<file path="src/rtl/mul_pkg.sv">
package mul_pkg;

	// default operand width, multiplier and multiplicand
	localparam int OPD_BITS_DEF  = 8;

	// default product width
	// a narrower product than 2*OPD_BITS truncates
	localparam int PROD_BITS_DEF = 16;

	// control strobes from the FSM to the datapath
	typedef struct packed {
		logic load;  // capture operands, clear product
		logic shift; // advance to the next multiplier bit
		logic add;   // accumulate the shifted multiplicand
	} mul_ctl_t;

	// controller states
	// one bit step is CHECK, optional ADD, then NEXT
	typedef enum logic [2:0] {
		ST_IDLE  = 3'd0, // wait for start
		ST_CHECK = 3'd1, // look at current multiplier bit
		ST_ADD   = 3'd2, // bit set, add shifted multiplicand
		ST_NEXT  = 3'd3, // shift operands, count the bit
		ST_DONE  = 3'd4  // product ready, done strobe
	} mul_state_t;

endpackage

</file>
<file path="src/rtl/mul_accum.sv">
module mul_accum #(
	parameter int PROD_BITS = 16
) (
	input  logic                 in_clk,
	input  logic                 in_rst,
	input  mul_pkg::mul_ctl_t    ctl,
	input  logic [PROD_BITS-1:0] b_shifted,
	output logic [PROD_BITS-1:0] prod
);

	// running product plus the shifted multiplicand
	logic [PROD_BITS-1:0] sum;

	// adder from full-adder cells, wraps at the product width
	ripple_carry_adder #(
		.BITS (PROD_BITS)
	) u_adder (
		.in_a (prod),
		.in_b (b_shifted),
		.sum  (sum)
	);

	// product register
	// clear on load, accumulate on add, hold otherwise
	// held value is the result seen after done
	always_ff @(posedge in_clk, posedge in_rst) begin
		if (in_rst) begin
			prod <= '0;
		end else if (ctl.load) begin
			prod <= '0; // fresh product for new operands
		end else if (ctl.add) begin
			prod <= sum; // multiplier bit was set
		end
	end

endmodule

</file>
<file path="src/rtl/mul_ctrl.sv">
module mul_ctrl #(
	parameter int OPD_BITS = 8
) (
	input  logic              in_clk,
	input  logic              in_rst,
	input  logic              in_start,
	input  logic              a_lsb,
	output mul_pkg::mul_ctl_t ctl,
	output logic              out_done
);

	// one spare bit over the bit index range
	localparam int CNT_BITS = $clog2(OPD_BITS) + 1;

	// index of the final multiplier bit
	localparam logic [CNT_BITS-1:0] LAST_BIT = CNT_BITS'(OPD_BITS - 1);

	mul_pkg::mul_state_t state;      // current state
	mul_pkg::mul_state_t state_next; // next state

	logic [CNT_BITS-1:0] bit_cnt;      // multiplier bit under test
	logic [CNT_BITS-1:0] bit_cnt_next;

	logic start_ok; // start accepted, only in idle
	logic last_bit; // working on the top multiplier bit

	assign start_ok = in_start && (state == mul_pkg::ST_IDLE);
	assign last_bit = (bit_cnt == LAST_BIT);

	// state and bit counter registers
	always_ff @(posedge in_clk, posedge in_rst) begin
		if (in_rst) begin
			state   <= mul_pkg::ST_IDLE;
			bit_cnt <= '0;
		end else begin
			state   <= state_next;
			bit_cnt <= bit_cnt_next;
		end
	end

	// next state and counter
	always_comb begin
		state_next   = state;   // hold by default
		bit_cnt_next = bit_cnt;

		unique case (state)
			mul_pkg::ST_IDLE: begin
				// a start while busy never gets here, so it is dropped
				if (start_ok) begin
					state_next   = mul_pkg::ST_CHECK;
					bit_cnt_next = '0; // begin at bit 0
				end
			end

			mul_pkg::ST_CHECK: begin
				// set bit needs an add cycle first
				if (a_lsb) begin
					state_next = mul_pkg::ST_ADD;
				end else begin
					state_next = mul_pkg::ST_NEXT;
				end
			end

			mul_pkg::ST_ADD: begin
				state_next = mul_pkg::ST_NEXT; // product updates this edge
			end

			mul_pkg::ST_NEXT: begin
				if (last_bit) begin
					state_next = mul_pkg::ST_DONE; // all bits walked
				end else begin
					state_next   = mul_pkg::ST_CHECK;
					bit_cnt_next = bit_cnt + 1'b1;
				end
			end

			mul_pkg::ST_DONE: begin
				state_next = mul_pkg::ST_IDLE; // done for one cycle only
			end

			default: begin
				state_next = mul_pkg::ST_IDLE; // recover from a bad encoding
			end
		endcase
	end

	// strobes decoded from the state
	// load is immediate, datapath acts on the closing edge
	assign ctl.load  = start_ok;
	assign ctl.add   = (state == mul_pkg::ST_ADD);
	assign ctl.shift = (state == mul_pkg::ST_NEXT);

	// product valid in this cycle
	assign out_done = (state == mul_pkg::ST_DONE);

endmodule

</file>
<file path="src/rtl/mul_operand_shift.sv">
module mul_operand_shift #(
	parameter int OPD_BITS  = 8,
	parameter int PROD_BITS = 16
) (
	input  logic                 in_clk,
	input  logic                 in_rst,
	input  mul_pkg::mul_ctl_t    ctl,
	input  logic [OPD_BITS-1:0]  in_a,
	input  logic [OPD_BITS-1:0]  in_b,
	output logic                 a_lsb,
	output logic [PROD_BITS-1:0] b_shifted
);

	// multiplier, walked LSB first
	logic [OPD_BITS-1:0]  a_reg;

	// multiplicand, kept aligned with the current multiplier bit
	logic [PROD_BITS-1:0] b_reg;

	// multiplier register
	// shifts right so bit 0 is always the bit under test
	always_ff @(posedge in_clk, posedge in_rst) begin
		if (in_rst) begin
			a_reg <= '0;
		end else if (ctl.load) begin
			a_reg <= in_a; // new operand
		end else if (ctl.shift) begin
			a_reg <= a_reg >> 1; // next bit into lsb
		end
	end

	// multiplicand register
	// one place left per bit step, matches the weight of a_lsb
	always_ff @(posedge in_clk, posedge in_rst) begin
		if (in_rst) begin
			b_reg <= '0;
		end else if (ctl.load) begin
			b_reg <= PROD_BITS'(in_b); // zero extend to product width
		end else if (ctl.shift) begin
			b_reg <= b_reg << 1; // bits past PROD_BITS drop off
		end
	end

	// current multiplier bit back to the FSM
	assign a_lsb = a_reg[0];

	// weighted multiplicand to the accumulator
	assign b_shifted = b_reg;

endmodule

</file>
<file path="src/rtl/mul_top.sv">
module mul_top #(
	parameter int OPD_BITS  = mul_pkg::OPD_BITS_DEF,
	parameter int PROD_BITS = mul_pkg::PROD_BITS_DEF
) (
	input  logic                 in_clk,
	input  logic                 in_rst,
	input  logic                 in_start,
	input  logic [OPD_BITS-1:0]  in_a,
	input  logic [OPD_BITS-1:0]  in_b,
	output logic [PROD_BITS-1:0] out_prod,
	output logic                 out_done
);

	mul_pkg::mul_ctl_t    ctl;       // strobes from the FSM
	logic                 a_lsb;     // multiplier bit under test
	logic [PROD_BITS-1:0] b_shifted; // weighted multiplicand

	// sequencer for the bit steps
	mul_ctrl #(
		.OPD_BITS (OPD_BITS)
	) u_ctrl (
		.in_clk   (in_clk),
		.in_rst   (in_rst),
		.in_start (in_start),
		.a_lsb    (a_lsb),
		.ctl      (ctl),
		.out_done (out_done)
	);

	// operand registers, one place shift per step
	mul_operand_shift #(
		.OPD_BITS  (OPD_BITS),
		.PROD_BITS (PROD_BITS)
	) u_opd (
		.in_clk    (in_clk),
		.in_rst    (in_rst),
		.ctl       (ctl),
		.in_a      (in_a),
		.in_b      (in_b),
		.a_lsb     (a_lsb),
		.b_shifted (b_shifted)
	);

	// running product, also the result output
	mul_accum #(
		.PROD_BITS (PROD_BITS)
	) u_accum (
		.in_clk    (in_clk),
		.in_rst    (in_rst),
		.ctl       (ctl),
		.b_shifted (b_shifted),
		.prod      (out_prod)
	);

endmodule

</file>
<file path="src/rtl/ripple_carry_adder.sv">
module ripple_carry_adder #(
	parameter int BITS = 16
) (
	input  logic [BITS-1:0] in_a,
	input  logic [BITS-1:0] in_b,
	output logic [BITS-1:0] sum
);

	// carry into each bit position
	// no carry out of the top cell, result wraps modulo 2**BITS
	logic [BITS-1:0] carry;

	assign carry[0] = 1'b0; // nothing carried into bit 0

	// one full-adder cell per bit
	for (genvar i = 0; i < BITS; i++) begin : g_cell
		// sum bit of the cell
		assign sum[i] = in_a[i] ^ in_b[i] ^ carry[i];

		// carry out ripples into the next cell
		if (i < BITS - 1) begin : g_carry
			assign carry[i+1] = (in_a[i] & in_b[i]) |
				(in_a[i] & carry[i]) | // generate or propagate
				(in_b[i] & carry[i]);
		end
	end

endmodule

</file>
<file path="config.mk">
export PLATFORM = sky130hd
export DESIGN_NAME = mul_top
export DESIGN_NICKNAME = d
export VERILOG_FILES = /design/src/rtl/mul_pkg.sv /design/src/rtl/mul_accum.sv /design/src/rtl/mul_ctrl.sv /design/src/rtl/mul_operand_shift.sv /design/src/rtl/mul_top.sv /design/src/rtl/ripple_carry_adder.sv
export SDC_FILE = /design/constraint.sdc
export NUM_CORES = 1
export LEC_CHECK = 0
export ABC_AREA = 0
export BUFFER_PORTS_ARGS = -buffer_cell sky130_fd_sc_hd__buf_2
export CAP_MARGIN = 20
export CORE_ASPECT_RATIO = 2
export CORE_UTILIZATION = 51
export CTS_CLUSTER_DIAMETER = 120
export DETAILED_ROUTE_END_ITERATION = 8
export PLACE_DENSITY = 0.76
export SLEW_MARGIN = 5
export SYNTH_ARGS = -nofsm -noshare
export SYNTH_HDL_FRONTEND = slang
export SYNTH_SLANG_ARGS = --single-unit
</file>
<file path="constraint.sdc">
create_clock -name in_clk -period 5.9 [get_ports in_clk]
set_input_delay 1.18 -clock in_clk [delete_from_list [all_inputs] [get_ports in_clk]]
set_output_delay 1.18 -clock in_clk [all_outputs]
set_load 0.05 [all_outputs]
</file>
=== Yosys cells after proc, flatten, opt, wreduce, memory -nomap -nowiden ===
Cells that the tools add are included.

* Reduce and logical (&&, ||, !) cells: 6
* Equal/unequal tests: 7
* Bitwise logic cells: 102
* Add/subtract/negate cells: 1
* Multiplexer cells: 13

{| class="wikitable"
|+ Operator list
! operator !! count
|-
| $mux 16 || 4
|-
| $and 1x1->1 || 43
|-
| $xor 1x1->1 || 31
|-
| $or 1x1->1 || 28
|-
| $mux 8 || 2
|-
| $pmux 3 s4 || 1
|-
| $mux 4 || 2
|-
| $pmux 4 s2 || 1
|-
| $eq 3x2->1 const B || 2
|-
| $mux 3 || 2
|-
| $reduce_bool 2->1 || 3
|-
| $add 4x1->4 const B || 1
|-
| $eq 4x3->1 const B || 1
|-
| $eq 3x1->1 const B || 1
|-
| $eq 3x3->1 const B || 1
|-
| $logic_not 3->1 || 1
|-
| $reduce_and 3->1 || 1
|-
| $ne 2x1->1 const B || 1
|-
| $ne 2x2->1 const B || 1
|-
| $logic_and 1x1->1 || 1
|-
| $mux 1 || 1
|}

* Flip-flop bits (word level): 47
* Output and inout port bits: 17
* Input bits: 19

=== Longest topological paths before layout ===
Gate-level depths: netlist of the first run.

* Word-level depth: 46
* Depth in mapped cells: 19

=== Modules after synthesis ===
Synthesis of the first run repeated with hierarchy kept, for this count alone.

* Cells, all modules: 202
* Area, all modules: 2444.8 um^2

{| class="wikitable"
|+ Modules (own cells, without submodules)
! module !! times used !! sequential area each (um^2) !! area an instance (um^2) !! cells each
|-
| mul_operand_shift || 1 || 600.6 || 1077.3 || 96
|-
| mul_accum || 1 || 400.4 || 664.4 || 53
|-
| mul_ctrl || 1 || 175.2 || 386.6 || 37
|-
| ripple_carry_adder || 1 || 0.0 || 316.6 || 16
|}

=== Worst setup path before layout of the first run ===
No wires, ideal clock.

* Kind: flip-flop to flip-flop
* Start point: reg u_accum.prod[0]
* End point: reg u_accum.prod[15]
* Cell stages (with the launch flop): 20
* Setup time: 0.073 ns
* Data required time: 5.827 ns
* Arrival: 6.568 ns
* Buffers on the path: 0
* Setup slack: -0.741 ns
* Cells stage by stage: dfrtp_1 -> ha_1 -> fa_1 -> inv_1 -> fa_1 -> fa_1 -> fa_1 -> fa_1 -> fa_1 -> fa_1 -> fa_1 -> fa_1 -> fa_1 -> fa_1 -> fa_1 -> fa_1 -> fa_1 -> xor2_1 -> or3_1 -> a21oi_2

* Longest elaborated chain between the ends: 46
* Elaborated cells on any way between the ends: 60
* Those cells by class: mux: 2; bitwise: 58

{| class="wikitable"
|+ Ends and longest elaborated chain
! element !! line !! text
|-
| from (decl) || mul_accum.sv:8 || <nowiki>output logic [PROD_BITS-1:0] prod</nowiki>
|-
| from (signal assigned) || mul_accum.sv:32 || <nowiki>prod <= sum;</nowiki>
|-
| $and 1x1->1 * || ripple_carry_adder.sv:22 || <nowiki>assign carry[i+1] = (in_a[i] & in_b[i]) |</nowiki>
|-
| $and 1x1->1 || ripple_carry_adder.sv:23 || <nowiki>(in_a[i] & carry[i]) |</nowiki>
|-
| $or 1x1->1 || ripple_carry_adder.sv:22 ||
|-
| $or 1x1->1 * || ripple_carry_adder.sv:23 ||
|-
| $and 1x1->1 || ripple_carry_adder.sv:23 ||
|-
| $or 1x1->1 || ripple_carry_adder.sv:22 ||
|-
| $or 1x1->1 * || ripple_carry_adder.sv:23 ||
|-
| $and 1x1->1 || ripple_carry_adder.sv:23 ||
|-
| (+30 left out) || -- ||
|-
| $or 1x1->1 || ripple_carry_adder.sv:22 ||
|-
| $or 1x1->1 * || ripple_carry_adder.sv:23 ||
|-
| $and 1x1->1 || ripple_carry_adder.sv:23 ||
|-
| $or 1x1->1 || ripple_carry_adder.sv:22 ||
|-
| $or 1x1->1 * || ripple_carry_adder.sv:23 ||
|-
| $xor 1x1->1 * || ripple_carry_adder.sv:18 || <nowiki>assign sum[i] = in_a[i] ^ in_b[i] ^ carry[i];</nowiki>
|-
| $mux 16 * || mul_accum.sv:31 || <nowiki>end else if (ctl.add) begin</nowiki>
|-
| $mux 16 * || mul_accum.sv:29 || <nowiki>end else if (ctl.load) begin</nowiki>
|}

Every way passes the cells marked *; elsewhere a longest branch is shown, timed or not. The select of a mux whose other input is x is not followed.
A chain may end at the register's enable or synchronous reset.

=== Worst setup path after layout of the first run ===
* Start point: reg u_opd.b_reg[0], in the netlist u_opd.b_shifted[0]
* End point: reg u_accum.prod[15]

* Longest elaborated chain between the ends: 46
* Elaborated cells on any way between the ends: 60
* Those cells by class: mux: 2; bitwise: 58

{| class="wikitable"
|+ Ends and longest elaborated chain
! element !! line !! text
|-
| from (decl) || mul_operand_shift.sv:18 || <nowiki>logic [PROD_BITS-1:0] b_reg;</nowiki>
|-
| from (signal assigned) || mul_operand_shift.sv:38 || <nowiki>b_reg <= PROD_BITS'(in_b);</nowiki>
|-
| from (signal assigned) || mul_operand_shift.sv:40 || <nowiki>b_reg <= b_reg << 1;</nowiki>
|-
| $and 1x1->1 * || ripple_carry_adder.sv:22 ||
|-
| $and 1x1->1 || ripple_carry_adder.sv:23 ||
|-
| $or 1x1->1 || ripple_carry_adder.sv:22 ||
|-
| $or 1x1->1 * || ripple_carry_adder.sv:23 ||
|-
| $and 1x1->1 || ripple_carry_adder.sv:23 ||
|-
| $or 1x1->1 || ripple_carry_adder.sv:22 ||
|-
| $or 1x1->1 * || ripple_carry_adder.sv:23 ||
|-
| $and 1x1->1 || ripple_carry_adder.sv:23 ||
|-
| (+30 left out) || -- ||
|-
| $or 1x1->1 || ripple_carry_adder.sv:22 ||
|-
| $or 1x1->1 * || ripple_carry_adder.sv:23 ||
|-
| $and 1x1->1 || ripple_carry_adder.sv:23 ||
|-
| $or 1x1->1 || ripple_carry_adder.sv:22 ||
|-
| $or 1x1->1 * || ripple_carry_adder.sv:23 ||
|-
| $xor 1x1->1 * || ripple_carry_adder.sv:18 ||
|-
| $mux 16 * || mul_accum.sv:31 ||
|-
| $mux 16 * || mul_accum.sv:29 ||
|}

Marks and branches as above.

==> results of run 1 <==
## final cells by class
cell class                      count  area, µm²  share of cell area
Inverter                           29        109              0.0385
Clock inverter                      3       47.5              0.0168
Sequential cell                    47       1180               0.417
Tap cell                           55       68.8              0.0243
Multi-Input combinational cell    142       1140               0.402
Timing Repair Buffer               39        218              0.0770
Clock buffer                        5       68.8              0.0243
## logic make-up (layout without fill, tap and decap cells)
group	count (synthesis)	count (layout)	synth area share
AO/OA/AOI/OAI	58	58	0.157
AND/OR/NAND/NOR	57	57	0.117
flip-flops	47	47	0.475
buffers and inverters	44	76	0.0848
adder cells (fa/ha/maj)	16	16	0.123
multiplexers	9	9	0.0364
XOR/XNOR	2	2	0.00707
## cell usage in the layout (no fill, tap or decap), types with 2 or more instances in the layout
cell / instances
dfrtp_1: 45
fa_2: 13
a22o_1: 9
nor2_1: 14
a21o_1: 8
o21ai_1: 2
nand2b_1: 2
nor3_1: 2
inv_1: 28
mux2i_1: 9
buf_2: 35
buf_4: 3
o21ai_0: 9
a211oi_1: 12
nand2_1: 29
clkbuf_8: 5
dfrtp_2: 2
a21oi_1: 14
nand3b_1: 2
## cell usage after synthesis
cell type	n	area, µm²
o211ai_1	1	7.51
o21ai_1	2	10.0
a21oi_1	14	70.1
ha_1	2	25.0
dfrtp_1	47	1180
or3b_4	1	11.3
nand2_1	29	109
buf_4	3	22.5
inv_1	29	109
nand2b_1	2	12.5
and3b_2	1	10.0
mux2i_1	9	90.1
nor3_1	2	10.0
o21ba_2	1	10.0
a21o_1	8	60.1
buf_6	3	33.8
a22o_1	9	78.8
nand3b_1	2	15.0
a211oi_1	12	90.1
nor3b_1	1	7.51
o21ai_0	9	45.0
fa_1	14	280
o2bb2ai_1	1	8.76
nor4b_4	1	23.8
or3_1	1	6.26
and3_1	1	6.26
a21oi_2	1	8.76
nor2_1	14	52.6
nor3b_4	1	18.8
buf_2	9	45.0
xnor2_1	1	8.76
xor2_1	1	8.76
nor2_2	1	6.26
## metal layers
metal | vias up | part of all wire | GRT usage
met4 | 0 | 0.014 | 0.0624
met1 | 852 | 0.41 | 0.228
li1 | 826 | - | -
met5 | - | 0 | 0
met3 | 6 | 0.027 | 0.0437
met2 | 24 | 0.55 | 0.349
## power breakdown
part / switching, µW / internal [µW] / leakage (µW)
clock: 115 / 129 / 0.0000587
combinational: 552 / 335 / 0.000676
sequential: 120 / 466 / 0.000594
total: 788 / 930 / 0.00133
## worst paths after layout
check	slack, ns	start	to
min in group asynchronous	0.75	in_rst	u_accum.prod[14]
max in group asynchronous	4.71	in_rst	u_accum.prod[0]
worst max-delay path	-0.09	u_opd.b_shifted[0]	u_accum.prod[15]
worst min register to register	0.48	u_opd.a_reg[0]	u_opd.a_reg[0]
worst min-delay path	0.48	u_opd.a_reg[0]	u_opd.a_reg[0]
worst max register to register	-0.09	u_opd.b_shifted[0]	u_accum.prod[15]
## metrics by stage
stage	std cells	setup TNS, ns	area (µm²)
CTS	319	-0.0577	2810
global placement	311	0	2690
detailed placement	311	-0.0350	2690
global route	320	-0.288	2830
finish	320	-0.0949	2830
floorplan	233	-0.0681	2520
==> impl_metrics.json, run 1 <==
{
  "relSlewSlack": 0.364,
  "tritoncts": "built",
  "syn_avg_cell_area_um2": 10.6,
  "critical_path_depth": 19,
  "period_needed_ns": 5.99,
  "first_iter_violations": 26,
  "utilization": 0.609,
  "drv_cap": 0,
  "report.final.slew_viol_count": 0,
  "critPathBufInv": 1,
  "violations": "negative setup slack",
  "tightest_slew_ns": 0.953,
  "finalCritPeriodShare": 1.02,
  "path_clk_slew_ns": 0.09,
  "max_freq_mhz": 167,
  "cts_hold_buf": 0,
  "cts_setup_buffers": 0,
  "core_area_mm2": 0.00464,
  "yosysUniqueCellTypes": 33,
  "clock_latency_ns": 0.31,
  "die_area_mm2": 0.00516,
  "die_w_um": 51.3,
  "area_growth_pct": 14.1,
  "grt_pass1_vias": 1726,
  "place_congestion": 0.807,
  "grt_max_degree": 48,
  "final_nets": 299,
  "grt_usage": 0.196,
  "yosysSeqAreaShare": 0.475,
  "cp-end-kind": "flop",
  "finalSetupViolations": 1,
  "initial_core_util": 0.534,
  "synth.net_count": 268,
  "slowest_delay_ns": 0.41,
  "yosys_warnings": 0,
  "antenna_found_initial": 0,
  "whs_path_depth": 1,
  "crit_fanout": 2,
  "crit_family": "adder cells",
  "setup_slack_ns": -0.0949,
  "layout-drive-gt1-share": 0.268,
  "via_per_inst": 5.34,
  "cpMostUsedCell": "fa_2",
  "p_leak_uw": 0.00133,
  "hold_viol": 0,
  "drc": 0,
  "reg2reg_depth": 19,
  "path_class": "flop to flop",
  "finClkSkew_ns": 0.0128,
  "crit_path_start_kind": "flop",
  "hold_ws_ns": 0.478,
  "ant_nets": 0,
  "num_rows": 35,
  "syn-cell-area_mm2": 0.00248,
  "synth-seq-cells": 47,
  "drt-total-wl_um": 4450,
  "grt-ovfl-total": 0,
  "netlist_instances": 233,
  "cp_data_arrival_time_ns": 6.22,
  "holdCritPathClass": "flop to flop",
  "hpwlAfterDp_um": 3120,
  "wire_per_inst_um": 13.9,
  "cts.sinks": 47,
  "cts.path.max_buffers": 2,
  "dp_slack_ns": -0.0350,
  "cellPowerDensity_mw_per_mm2": 608,
  "num_vias": 1708,
  "cts-root-buf": "clkbuf_8",
  "p_total_uw": 1720,
  "diodes": 0,
  "required_ns": 6.13,
  "cts_max_level": 2,
  "die_y_um": 101,
  "portBuffers": 35,
  "num_io_pins": 36,
  "crit_slowest_cell": "dfrtp_1",
  "grt_pass1_wl_um": 7650,
  "cp_cell_sequence": "ha_4 > fa_1 > inv_1 > fa_2 > fa_2 > fa_2 > fa_2 > fa_2 > fa_2 > fa_2 > fa_2 > fa_2 > fa_2 > fa_2 > fa_2 > fa_2 > xor2_1 > or3_1 > a21oi_2",
  "rsz0062_at_grt": "true",
  "vdd_drop_max_mv": 0.333,
  "fillers": 431,
  "ctsResizeCount": 0,
  "drtPass1Iterations": 4,
  "status": "finished with violations",
  "numCtsBuffers": 5
}
Note: power is estimated with default switching activity, not from simulation.
==> run 2, diff against run 1 <==
- SETUP_SLACK_MARGIN: unset -> 0.5
==> run 2 against run 1 <==
The flow still finishes with violations (negative setup slack); sequential share of layout area is 0.092 points lower; sequential power is essentially flat; clock power is 2% higher; largest power group unchanged; first-iteration DRC count unchanged; via count fell by 1.9%; core utilization grew 0.13 points; cell count stayed put; global-route usage is 0.36 points higher.
==> impl_metrics.json, run 2 (synthesized netlist as in run 1, its figures left out) <==
{
  "tritoncts": "built",
  "post_dp_cell_area_mm2": 0.00269,
  "crit_slowest_cell": "dfrtp_1",
  "cellPowerDensity_mw_per_mm2": 609,
  "wire_per_inst_um": 13.8,
  "die_y_um": 101,
  "p_seq_frac": 0.340,
  "vdd_drop_max_mv": 0.483,
  "mostFrequentLayoutCells": "dfrtp_1 (45), buf_2 (35), nand2_1 (29)",
  "cpMostUsedCell": "fa_2",
  "slowest_delay_ns": 0.41,
  "grt-ovfl-total": 0,
  "layout-drive-gt1-share": 0.275,
  "core_area_mm2": 0.00464,
  "clock_latency_ns": 0.30,
  "switching_share": 0.454,
  "reg2reg_slack_ns": -0.09,
  "cts.path.max_buffers": 2,
  "antenna_found_initial": 0,
  "drc": 0,
  "required_ns": 6.13,
  "cts.sinks": 47,
  "max_freq_mhz": 167,
  "cp_data_arrival_time_ns": 6.22,
  "grt_pass1_wl_um": 7800,
  "area_growth_pct": 14.3,
  "final_common_cell": "dfrtp_1",
  "dp_slack_ns": -0.0265,
  "timing.rr.start": "u_opd.b_shifted[0]",
  "die_w_um": 51.3,
  "comb_power_share": 0.516,
  "regArea_mm2": 0.00118,
  "hp-start": "u_opd.a_reg[0]",
  "finClkSkew_ns": 0.00787,
  "num_io_pins": 36,
  "violations": "negative setup slack",
  "fillers": 410,
  "status": "finished with violations",
  "period_needed_ns": 5.99,
  "final_cell_area_mm2": 0.00283,
  "grt_pass1_vias": 1690,
  "finalCritPeriodShare": 1.01,
  "path_clk_slew_ns": 0.09,
  "hpwlAfterDp_um": 3120,
  "rsz0062_at_grt": "true",
  "p_leak_uw": 0.00133,
  "initial_core_util": 0.534,
  "critPathBufInv": 1,
  "portBuffers": 35,
  "reg2reg_to": "u_accum.prod[15]",
  "finalSetupViolations": 1,
  "reg2reg_depth": 19,
  "whs_path_depth": 1,
  "crit_fanout": 2,
  "setup_slack_ns": -0.0877,
  "diodes": 0,
  "cp-end-kind": "flop",
  "via_per_inst": 5.23,
  "num_rows": 35,
  "final_nets": 299,
  "worstHoldEndpoint": "u_opd.a_reg[0]",
  "tightest_slew_ns": 0.962,
  "crit_family": "adder cells",
  "tns_ns": -0.0877,
  "drtPass1Iterations": 4,
  "relSlewSlack": 0.358,
  "num_vias": 1675,
  "cts_hold_buf": 0,
  "drt-total-wl_um": 4410,
  "report.final.slew_viol_count": 0,
  "crit_path_start_kind": "flop",
  "die_area_mm2": 0.00516,
  "cts_setup_buffers": 0,
  "p_switching_uw": 783,
  "first_iter_violations": 26,
  "ant_nets": 0,
  "drv_cap": 0,
  "hold_ws_ns": 0.480,
  "place_congestion": 0.794,
  "grt_usage": 0.199,
  "multi_input_area_mm2": 0.00114,
  "cts_max_level": 2,
  "cts-root-buf": "clkbuf_8",
  "grt_max_degree": 48,
  "path_class": "flop to flop",
  "p_int_uw": 941,
  "cp_cell_sequence": "ha_4 > fa_1 > inv_2 > fa_2 > fa_2 > fa_2 > fa_2 > fa_2 > fa_2 > fa_2 > fa_2 > fa_2 > fa_2 > fa_2 > fa_2 > fa_2 > xor2_1 > or3_4 > a21oi_2",
  "pwr-share-clk": 0.144,
  "hold_viol": 0,
  "numCtsBuffers": 5,
  "holdCritPathClass": "flop to flop"
}
==> run 2: cell types whose count changed in the layout (fill, tap and decap cells not counted), sizes merged <==
cell and delta:
inv -1, clkbuf +1
==> run 2: power groups by stage <==
stage / Clock, µW / Combinational, µW / Sequential, µW
6_report: 248 / 890 / 586
5_1_grt: 265 / 1010 / 607
4_1_cts: 255 / 901 / 588
3_5_place_dp: 0 / 900 / 595
3_3_place_gp: 0 / 873 / 588
2_1_floorplan: 0 / 589 / 730
==> run 2: worst reg2reg max path, delay by kind of cell (launching register included) <==
kind	cells	cell delay [ns]
adders and majority gates	15	4.85
DFF	1	0.41
and+or+nand+nor	1	0.37
xor gates and xnor gates	1	0.15
AOI/OAI and AO/OA	1	0.13
buffers and inverters	1	0.04
==> run 2: timing repair <==
action	in CTS	in global routing
pin swaps	0	2
resized for setup	0	2
endpoints found under the setup margin	2	3
gates cloned	0	0
==> run 2: worst max path at each step <==
stage / start / end / depth (start not counted)
after floorplan: u_accum.prod[0] / u_accum.prod[15] / 19
after global placement: u_opd.b_shifted[0] / u_accum.prod[15] / 19
after detailed placement: u_opd.b_shifted[0] / u_accum.prod[15] / 19
after CTS: u_opd.b_shifted[0] / u_accum.prod[15] / 19
after global routing: u_opd.b_shifted[0] / u_accum.prod[15] / 19
final: u_opd.b_shifted[0] / u_accum.prod[15] / 19
==> run 2: cell type report <==
cell class	count	share of cell area
sequential	47	0.416
multi-input combinational	142	0.403
timing repair buffer	39	0.0769
inverter	29	0.0384
clock buffer	6	0.0292
tap	55	0.0243
clock inverter	2	0.0124
==> run 2: layer usage <==
| layer | vias up | track usage | wire (µm) |
|---|---|---|---|
| met3 | 7 | 0.0287 | 99 |
| met4 | 0 | 0.0852 | 100 |
| met2 | 28 | 0.324 | 2280 |
| li1 | 828 | - | - |
| met1 | 812 | 0.263 | 1930 |
| met5 | - | 0 | 0 |
==> run 2: per-stage QoR <==
stage	instances	util	total power, µW
global route	320	0.610	1880
detailed placement	311	0.580	1490
finish	320	0.610	1720
CTS	319	0.605	1740
global placement	311	0.580	1460
floorplan	233	-	1320
==> run 3, diff against run 2 <==
- MAX_ROUTING_LAYER: unset -> met4
==> run 3 against run 2 <==
The flow still finishes with violations (negative setup slack); total power down 0.13%; clock power about the same; critical endpoint unchanged; hold slack worse by 0.00065 ns; wire length down 0.11%; cell count unchanged; critical path depth unchanged; sequential share of layout area unchanged; flip-flop and latch count unchanged; register-to-register slack about the same; combinational power about the same; design area unchanged; core utilization unchanged.
==> impl_metrics.json, run 3 (synthesized netlist as in run 1, its figures left out) <==
{
  "violations": "negative setup slack",
  "rsz0062_at_grt": "true",
  "hold_viol": 0,
  "vdd_drop_max_mv": 0.481,
  "crit_fanout": 2,
  "met1_usage": 0.262,
  "clock_latency_ns": 0.30,
  "grt_pass1_wl_um": 7760,
  "whs_path_depth": 1,
  "place_congestion": 0.805,
  "cts-root-buf": "clkbuf_8",
  "path_class": "flop to flop",
  "drv_cap": 0,
  "finalCritPeriodShare": 1.01,
  "portBuffers": 35,
  "crit_path_start_kind": "flop",
  "holdCritPathClass": "flop to flop",
  "final_nets": 299,
  "cts.path.max_buffers": 2,
  "tightest_slew_ns": 0.961,
  "grt_util_met3": 0.0287,
  "via_per_inst": 5.28,
  "finClkSkew_ns": 0.00777,
  "die_y_um": 101,
  "setup_slack_ns": -0.0843,
  "max_freq_mhz": 167,
  "p_leak_uw": 0.00133,
  "grt_busiest_layer": "met2",
  "drtPass1Iterations": 4,
  "crit_slowest_cell": "dfrtp_1",
  "slowest_delay_ns": 0.41,
  "grt-ovfl-total": 0,
  "die_area_mm2": 0.00516,
  "core_area_mm2": 0.00464,
  "instances_no_fill": 320,
  "drc": 0,
  "cp-end-kind": "flop",
  "use_met2": 0.322,
  "layout-drive-gt1-share": 0.275,
  "cp_cell_sequence": "ha_4 > fa_1 > inv_2 > fa_2 > fa_2 > fa_2 > fa_2 > fa_2 > fa_2 > fa_2 > fa_2 > fa_2 > fa_2 > fa_2 > fa_2 > fa_2 > xor2_1 > or3_4 > a21oi_2",
  "cts_max_level": 2,
  "die_w_um": 51.3,
  "hold_ws_ns": 0.480,
  "num_rows": 35,
  "numCtsBuffers": 5,
  "fillers": 409,
  "dp.cells": 311,
  "num_vias": 1690,
  "num_io_pins": 36,
  "final_common_cell": "dfrtp_1",
  "grt_max_degree": 48,
  "mostFrequentLayoutCells": "dfrtp_1 (45), buf_2 (35), nand2_1 (29)",
  "cpMostUsedCell": "fa_2",
  "cellPowerDensity_mw_per_mm2": 608,
  "tritoncts": "built",
  "first_iter_violations": 33,
  "status": "finished with violations",
  "drt-total-wl_um": 4400,
  "area_growth_pct": 14.3,
  "path_clk_slew_ns": 0.09,
  "reg2reg_depth": 19,
  "relSlewSlack": 0.359,
  "grt_pass1_vias": 1689,
  "tns_ns": -0.0843,
  "ant_nets": 0,
  "report.final.slew_viol_count": 0,
  "cts.sinks": 47,
  "wire_per_inst_um": 13.8,
  "cp_data_arrival_time_ns": 6.22,
  "required_ns": 6.13,
  "antenna_found_initial": 0,
  "initial_core_util": 0.534,
  "utilization": 0.610,
  "hpwlAfterDp_um": 3120,
  "period_needed_ns": 5.98,
  "diodes": 0,
  "finalSetupViolations": 1,
  "grt_usage": 0.204
}
-- run 3: final cells by class --
| class | count | area [µm²] | share of cell area |
|---|---|---|---|
| Sequential cell | 47 | 1180 | 0.416 |
| Timing Repair Buffer | 39 | 218 | 0.0769 |
| Inverter | 29 | 109 | 0.0384 |
| Clock inverter | 2 | 35.0 | 0.0124 |
| Tap cell | 55 | 68.8 | 0.0243 |
| Multi-Input combinational cell | 142 | 1140 | 0.403 |
| Clock buffer | 6 | 82.6 | 0.0292 |
-- run 3: per-stage QoR --
| stage | cell area (µm²) | power, µW | setup slack (ns) |
|---|---|---|---|
| after floorplan | 2520 | 1320 | -0.0681 |
| after global placement | 2690 | 1460 | 0.00923 |
| after detailed placement | 2690 | 1490 | -0.0265 |
| after CTS | 2810 | 1740 | -0.0604 |
| after global routing | 2830 | 1880 | -0.239 |
| final | 2830 | 1720 | -0.0843 |
-- run 3: per-layer routing --
metal | vias to the layer above | share of wire
met3 | 8 | 0.023
met4 | 0 | 0.021
met1 | 820 | 0.44
met5 | - | 0
li1 | 831 | -
met2 | 31 | 0.52
-- run 3: where the power goes --
part	total, µW	switching [µW]	internal (µW)
sequential	585	119	467
combinational	889	552	337
clock	247	110	137
total	1720	781	941
-- run 3: critical path, delay by kind of cell, from the launching register on --
kind / cells / cell delay [ns]
buf+inv: 1 / 0.04
xor+xnor: 1 / 0.15
flops: 1 / 0.41
fa+ha+maj: 15 / 4.83
simple gates: 1 / 0.36
compound gates: 1 / 0.13
-- run 3: worst paths after layout --
kind / start / end / slack, ns
worst min register to register: u_opd.a_reg[0] / u_opd.a_reg[0] / 0.48
worst min-delay path: u_opd.a_reg[0] / u_opd.a_reg[0] / 0.48
min in group asynchronous: in_rst / u_accum.prod[13] / 0.75
worst max register to register: u_opd.b_shifted[0] / u_accum.prod[15] / -0.08
worst max-delay path: u_opd.b_shifted[0] / u_accum.prod[15] / -0.08
max in group asynchronous: in_rst / u_accum.prod[1] / 4.70
-- run 3: timing repair --
action / in CTS / in global routing
setup buffers: 0 / 0
setup endpoints to repair: 2 / 3
pin swaps: 0 / 2
hold buffers: 0 / 0
gates resized for setup: 0 / 2
